`src/hdl/boot_rom.hex`:
```
// Boot image words, index 0 first, one 32-bit hex word per line
00000297
01c28293
30529073
80001137
ffc10113
00000513
00000593
0100006f
00000013
00000013
10500073
ffdff06f
deadbeef
cafef00d
0badc0de
12345678

```
`src/hdl/soc_mem_pkg.sv`:
```
package soc_mem_pkg;

  // ----------------------------
  // Bus widths
  // ----------------------------
  typedef logic [31:0] addr_t;
  typedef logic [31:0] data_t;
  typedef logic [3:0]  strb_t;
  typedef logic [1:0]  resp_t;

  // Word indices into each memory
  typedef logic [3:0]  rom_idx_t;
  typedef logic [9:0]  sram_idx_t;

  // Decoded destination of one request
  typedef enum logic [1:0] {
    TGT_ROM,
    TGT_SRAM,
    TGT_NONE
  } target_e;

  // ----------------------------
  // Address map
  // ----------------------------
  localparam addr_t RomBase   = 32'h0000_1000;
  localparam int    RomWords  = 16;

  localparam addr_t SramBase  = 32'h8000_0000;
  // 4 KiB
  localparam int    SramWords = 1024;

  // ----------------------------
  // Response codes
  // ----------------------------
  localparam resp_t RespOkay   = 2'd0;
  localparam resp_t RespSlvErr = 2'd2;
  localparam resp_t RespDecErr = 2'd3;

  // Boot image with one hex word per line
  localparam string RomImage = "/design/src/hdl/boot_rom.hex";

endpackage

```
`src/hdl/axil_front.sv`:
```
`timescale 1ns/1ps

module axil_front (
  input  logic                  clk_i,
  input  logic                  rst_ni,
  input  logic                  awvalid_i,
  input  soc_mem_pkg::addr_t    awaddr_i,
  output logic                  awready_o,
  input  logic                  wvalid_i,
  input  soc_mem_pkg::data_t    wdata_i,
  input  soc_mem_pkg::strb_t    wstrb_i,
  output logic                  wready_o,
  input  logic                  arvalid_i,
  input  soc_mem_pkg::addr_t    araddr_i,
  output logic                  arready_o,
  input  logic                  busy_i,
  output logic                  rom_req_o,
  output soc_mem_pkg::rom_idx_t rom_idx_o,
  output logic                  sram_req_o,
  output logic                  sram_we_o,
  output soc_mem_pkg::sram_idx_t sram_idx_o,
  output soc_mem_pkg::data_t    sram_wdata_o,
  output soc_mem_pkg::strb_t    sram_strb_o,
  output logic                  issue_o,
  output logic                  issue_write_o,
  output soc_mem_pkg::target_e  issue_target_o
);
  import soc_mem_pkg::*;

  logic    rd_accept;
  logic    wr_accept;
  logic    accept;
  addr_t   acc_addr;
  addr_t   rom_off;
  addr_t   sram_off;
  target_e acc_target;

  // Reads win and writes need AW and W together
  assign rd_accept = arvalid_i && !busy_i;
  assign wr_accept = awvalid_i && wvalid_i && !arvalid_i && !busy_i;
  assign accept    = rd_accept || wr_accept;

  assign arready_o = rd_accept;
  assign awready_o = wr_accept;
  assign wready_o  = wr_accept;

  // ----------------------------
  // Address decode
  // ----------------------------
  assign acc_addr = rd_accept ? araddr_i : awaddr_i;
  assign rom_off  = acc_addr - RomBase;
  assign sram_off = acc_addr - SramBase;

  always_comb begin
    if (rom_off < addr_t'(RomWords * 4)) begin
      acc_target = TGT_ROM;
    end else if (sram_off < addr_t'(SramWords * 4)) begin
      acc_target = TGT_SRAM;
    end else begin
      acc_target = TGT_NONE;
    end
  end

  // ----------------------------
  // Issue registers
  // ----------------------------
  always_ff @(posedge clk_i or negedge rst_ni) begin
    if (!rst_ni) begin
      issue_o    <= 1'b0;
      rom_req_o  <= 1'b0;
      sram_req_o <= 1'b0;
      sram_we_o  <= 1'b0;
    end else begin
      issue_o    <= accept;
      // ROM writes never reach the ROM
      rom_req_o  <= rd_accept && (acc_target == TGT_ROM);
      sram_req_o <= accept && (acc_target == TGT_SRAM);
      sram_we_o  <= wr_accept && (acc_target == TGT_SRAM);
    end
  end

  always_ff @(posedge clk_i) begin
    if (accept) begin
      rom_idx_o      <= rom_off[2 +: $bits(rom_idx_t)];
      sram_idx_o     <= sram_off[2 +: $bits(sram_idx_t)];
      sram_wdata_o   <= wdata_i;
      sram_strb_o    <= wstrb_i;
      issue_write_o  <= wr_accept;
      issue_target_o <= acc_target;
    end
  end

endmodule

```
`config.mk`:
```
export PLATFORM = sky130hd
export DESIGN_NAME = axil_front
export DESIGN_NICKNAME = d
export VERILOG_FILES = /design/src/hdl/soc_mem_pkg.sv /design/src/hdl/axil_front.sv
export SDC_FILE = /design/constraint.sdc
export NUM_CORES = 1
export LEC_CHECK = 0
export BUFFER_PORTS_ARGS = -buffer_cell sky130_fd_sc_hd__buf_2
export CORE_MARGIN = 2
export CORE_UTILIZATION = 36
export CTS_BUF_LIST = sky130_fd_sc_hd__clkbuf_4 sky130_fd_sc_hd__clkbuf_8 sky130_fd_sc_hd__clkbuf_16
export DETAILED_ROUTE_END_ITERATION = 10
export GPL_TIMING_DRIVEN = 0
export PLACE_DENSITY_LB_ADDON = 0.05
export SLEW_MARGIN = 20
export SYNTH_ARGS = -nofsm -noshare
export SYNTH_HDL_FRONTEND = slang
export SYNTH_SLANG_ARGS = --single-unit
```
`constraint.sdc`:
```
create_clock -name clk_i -period 0.8 [get_ports clk_i]
set_input_delay 0.12 -clock clk_i [delete_from_list [all_inputs] [get_ports clk_i]]
set_output_delay 0.12 -clock clk_i [all_outputs]
set_load 0.02 [all_outputs]
```
; ---- Word level (Yosys, flattened, before mapping)
; Index checks and enable logic that the tools add are counted.
[op_classes]
n_mux = 3
addsub = 2
order_cmp = 2
eq_ne = 1
reduce_logical = 11
[op_table]
columns = op, n
row1 = $lt 32x13->1 const B, 1
row2 = $lt 32x7->1 const B, 1
row3 = $mux 32, 1
row4 = $sub 32x13->32 const B, 1
row5 = $sub 32x32->32 const B, 1
row6 = $logic_and 1x1->1, 7
row7 = $mux 2, 2
row8 = $eq 2x1->1 const B, 1
row9 = $logic_not 1->1, 2
row10 = $logic_not 2->1, 1
row11 = $logic_or 1x1->1, 1
[totals]
elab_cells = 29
reg_bits = 57
input_bits = 106

; ---- Longest topological paths before layout
[logic_depth]
ltp_word = 9
depth_mapped = 8
depth_no_buf = 7

; ---- Least setup slack after synthesis
; Ideal clock, no wire load.
[synth_timing]
kind = input-to-reg
from = input port busy_i
to = register issue_target_o[0] (enable)
stages = 5
t_required_ns = 0.203
arrival_ns = 1.707
setup_slack_ns = -1.504
setup_time_ns = 0.597
cell_sequence = nand2b_4 buf_8 buf_2 clkbuf_1 nand2_1
[synth_via]
elab_chain_len = 3
elab_cells_between_ends = 4
[synth_rtl]
columns = item, line_no
row1 = from (decl), axil_front.sv:16  ; input logic busy_i,
row2 = $logic_not 1->1 (*), "axil_front.sv:39, axil_front.sv:40"
row3 = $logic_and 1x1->1 (on tied branches), "axil_front.sv:39, axil_front.sv:40"
row4 = $logic_or 1x1->1 (*), axil_front.sv:41  ; assign accept = rd_accept || wr_accept;
row5 = net accept, axil_front.sv:32  ; logic accept;
row6 = to (signal assigned), axil_front.sv:89  ; issue_target_o <= acc_target;
row7 = to (decl), axil_front.sv:26  ; output soc_mem_pkg::target_e issue_target_o
; Mark *: on every way through the listed nets, which the timed path passes. The rest lies on a longest branch.
; A chain may end at the register's enable or synchronous reset.

; ---- Final worst setup path
[layout_timing]
from = input port busy_i
to = register rom_req_o
[layout_via]
elab_chain_len = 9
elab_cells_between_ends = 11
[layout_rtl]
columns = item, line_no
row1 = $logic_not 1->1 (*), axil_front.sv:39  ; assign rd_accept = arvalid_i && !busy_i;
row2 = $logic_and 1x1->1 (*), axil_front.sv:39
row3 = $mux 32, axil_front.sv:50  ; assign acc_addr = rd_accept ? araddr_i : awaddr_i;
row4 = $sub 32x32->32, axil_front.sv:52  ; assign sram_off = acc_addr - SramBase;
row5 = $lt 32x13->1, axil_front.sv:57  ; end else if (sram_off < addr_t'(SramWords * 4)) begin
row6 = $mux 2, axil_front.sv:57
row7 = $mux 2, axil_front.sv:55  ; if (rom_off < addr_t'(RomWords * 4)) begin
row8 = $logic_not 2->1, axil_front.sv:76  ; rom_req_o <= rd_accept && (acc_target == TGT_ROM);
row9 = $logic_and 1x1->1 (*), axil_front.sv:76
row10 = to (signal assigned), axil_front.sv:76
row11 = to (decl), axil_front.sv:17  ; output logic rom_req_o,
; Every way passes the cells marked *; elsewhere a longest branch is shown, timed or not.

==> results.json <==
{
  "status": "complete, but fails checks",
  "violations": "negative setup slack",
  "dieWidth_microns": 81.95,
  "peakVddDrop_uv": 893.7,
  "yosys_warnings": 0,
  "gp_congestion": 0.7806,
  "drt_wl_total_mm": 7.387,
  "fin_crit_sh": 2.258,
  "syn_area_per_cell_sq_um": 14.02,
  "leakage_nw": 1.921,
  "grt_pass1_wl_mm": 9.487,
  "diodes": 0,
  "cts.sinks": 53,
  "stdcell_count": 457,
  "core_area_sq_mm": 0.005886,
  "min_from": "awaddr_i[2]",
  "tritoncts.num_buffers": 5,
  "drv_slew": 0,
  "routedWlPerCell_microns": 16.16,
  "min_to": "rom_idx_o[0]",
  "cts_tree": "done",
  "post_drt_via_cell_ratio": 4.713,
  "arrival_ns": 1.98,
  "grt_pass1_vias": 1984,
  "dp.cells": 392,
  "die_area_sq_mm": 0.006715,
  "endpoint_kind": "register",
  "clockBufferDepth": 2,
  "grt_max_degree": 16,
  "maxCapViolations": 0,
  "fin_ws_ns": -1.006,
  "drt_iter0_markers": 65,
  "setup_violations": 122,
  "worstSetupPathType": "in -> reg",
  "rsz0062_at_grt": "yes",
  "synth.distinct_cells": 33,
  "synthArstFlopShare": 0.07547,
  "setup-tns-final_ns": -24.39,
  "antenna_left": 0,
  "root_buffer": "clkbuf_8",
  "synth-seq-area-share": 0.7185,
  "path_max_fanout": 6,
  "drc": 0,
  "area_growth_pct": 103.7,
  "grt.overflow.total": 0,
  "power_density_mw_per_mm2": 1480,
  "holdWs_ns": 0.09124,
  "start_util": 0.3716,
  "dr.pass1.iters": 4,
  "die_height_microns": 81.95,
  "hold_viol": 0,
  "dr_total_vias": 2154,
  "htreeDepth": 2,
  "fin_nets": 488,
  "synth_enable_flop_cells": 49,
  "io_buffers": 161,
  "worstHoldPathCells": 3,
  "synth_fp_nets": 262,
  "synthCells": 156,
  "ys.flop_type": "edfxtp_1",
  "ios": 166,
  "period_needed_ns": 1.806,
  "timing.fmax_mhz": 553.6,
  "grt_usage": 0.1926,
  "layout-drive-gt1-share": 0.6178,
  "required_ns": 0.98,
  "clk_pin_slew_ns": 0.09,
  "p_total_mw": 6.595,
  "min_path_type": "in -> reg",
  "startpoint_type": "primary input",
  "ys_ff_latch": 53,
  "synth_area_sq_mm": 0.002187,
  "rows": 28,
  "worstMarginPinSlew_ns": 0.3803,
  "antenna_found_initial": 0,
  "post-dp-hpwl_mm": 4.248,
  "slew_headroom": 0.7432
}
power breakdown:
| part | leakage, nW | internal, mW | total [mW] | switching [mW] |
|---|---|---|---|---|
| clock | 0.0377 | 0.589 | 1.38 | 0.792 |
| sequential | 0.516 | 3.29 | 3.39 | 0.105 |
| combinational | 1.37 | 0.944 | 1.82 | 0.878 |
| total | 1.92 | 4.82 | 6.59 | 1.77 |
area by class of cell:
type                    instances  area (sq um)
plain buffers                   7         101.3
clock buffers                   5         68.82
clock inverters                 2         11.26
fillers                       398          1430
inverters                       3         26.28
multi-input cells              98         903.4
flip-flops and latches         53          1572
well taps                      75         93.84
repair buffers                214          1679
worst max-delay path by stage:
stage / start / to / slack, ns / cells past startpoint
global route: busy_i / rom_req_o / -1.05 / 8
detailed placement: busy_i / issue_target_o[1] / -1.47 / 9
global placement: busy_i / issue_target_o[1] / -1.45 / 9
finish: busy_i / rom_req_o / -1.01 / 8
floorplan: busy_i / sram_req_o / -1.04 / 7
CTS: busy_i / issue_target_o[0] / -0.89 / 7
cells in the mapped netlist, drive strengths merged (3+ instances only):
cell type / n / area (sq um)
nand2: 32 / 120.1
nor3: 4 / 20.02
nor4: 7 / 50.05
a2111oi: 3 / 26.28
nor2: 14 / 52.55
mux2i: 8 / 80.08
dfrtp: 4 / 100.1
buf: 7 / 57.55
edfxtp: 49 / 1471
nand3: 3 / 20.02
a21oi: 3 / 15.01
routing by layer:
layer,GRT usage,part of all wire
met1,0.2324,0.37
met2,0.3480,0.54
met3,0.03626,0.074
met4,0.05667,0.015
met5,0,0
timing repair:
item | in CTS | in global routing
endpoints found under the setup margin | 124 | 124
cloned | 9 | 0
endpoints found under the hold margin | 40 | 0
setup buffers | 5 | 9
resized for setup | 64 | 92
pin swaps | 8 | 9
hold buffers | 37 | 0
placed cells by master (no fill, tap or decap), types with 2 or more instances in the layout:
cell / n
buf_2: 112
buf_6: 59
edfxtp_1: 49
dlygate4sd3_1: 37
nand2_1: 19
nor2_1: 12
nand2_2: 10
nand2_8: 8
buf_4: 7
clkbuf_8: 5
nor4_1: 4
dfrtp_1: 4
mux2i_4: 3
mux2i_1: 3
nor3_1: 3
clkbuf_16: 2
buf_12: 2
nand2_4: 2
nor4_4: 2
nand3_4: 2
a2111oi_4: 2
xor2_1: 2
mux2i_2: 2
a21oi_1: 2
worst max-delay path, cell delays in order:
cell and delay [ns]:
buf_6 0.10, nand2b_4 0.22, mux2i_4 0.25, a211o_1 0.31, or4_4 0.43, buf_4 0.16, xor2_1 0.15, nor4_1 0.24
per-stage QoR:
stage	utilization	setup WS (ns)	cell area (sq um)
CTS	0.6943	-0.8934	4086
global placement	0.5434	-1.449	3198
global route	0.7570	-1.052	4456
floorplan	-	-1.040	2298
finish	0.7570	-1.006	4456
detailed placement	0.5434	-1.468	3198
cell families (layout without fill, tap and decap cells):
kind of cell | after synthesis | after routing | synth area share
buffers and inverters | 12 | 231 | 0.03719
xor gates and xnor gates | 2 | 2 | 0.008011
and+or+nand+nor | 67 | 74 | 0.1522
muxes | 8 | 8 | 0.03661
AOI/OAI and AO/OA | 14 | 14 | 0.04749
DFF | 53 | 53 | 0.7185
state kept, by name (all words and copies together) (netlist names):
signal          flops
sram_req_o          1
issue_o             1
sram_we_o           1
rom_idx_o           3
rom_req_o           1
issue_write_o       1
sram_idx_o          7
sram_wdata_o       32
sram_strb_o         4
issue_target_o      2
Power figures use the tool's default switching activity.
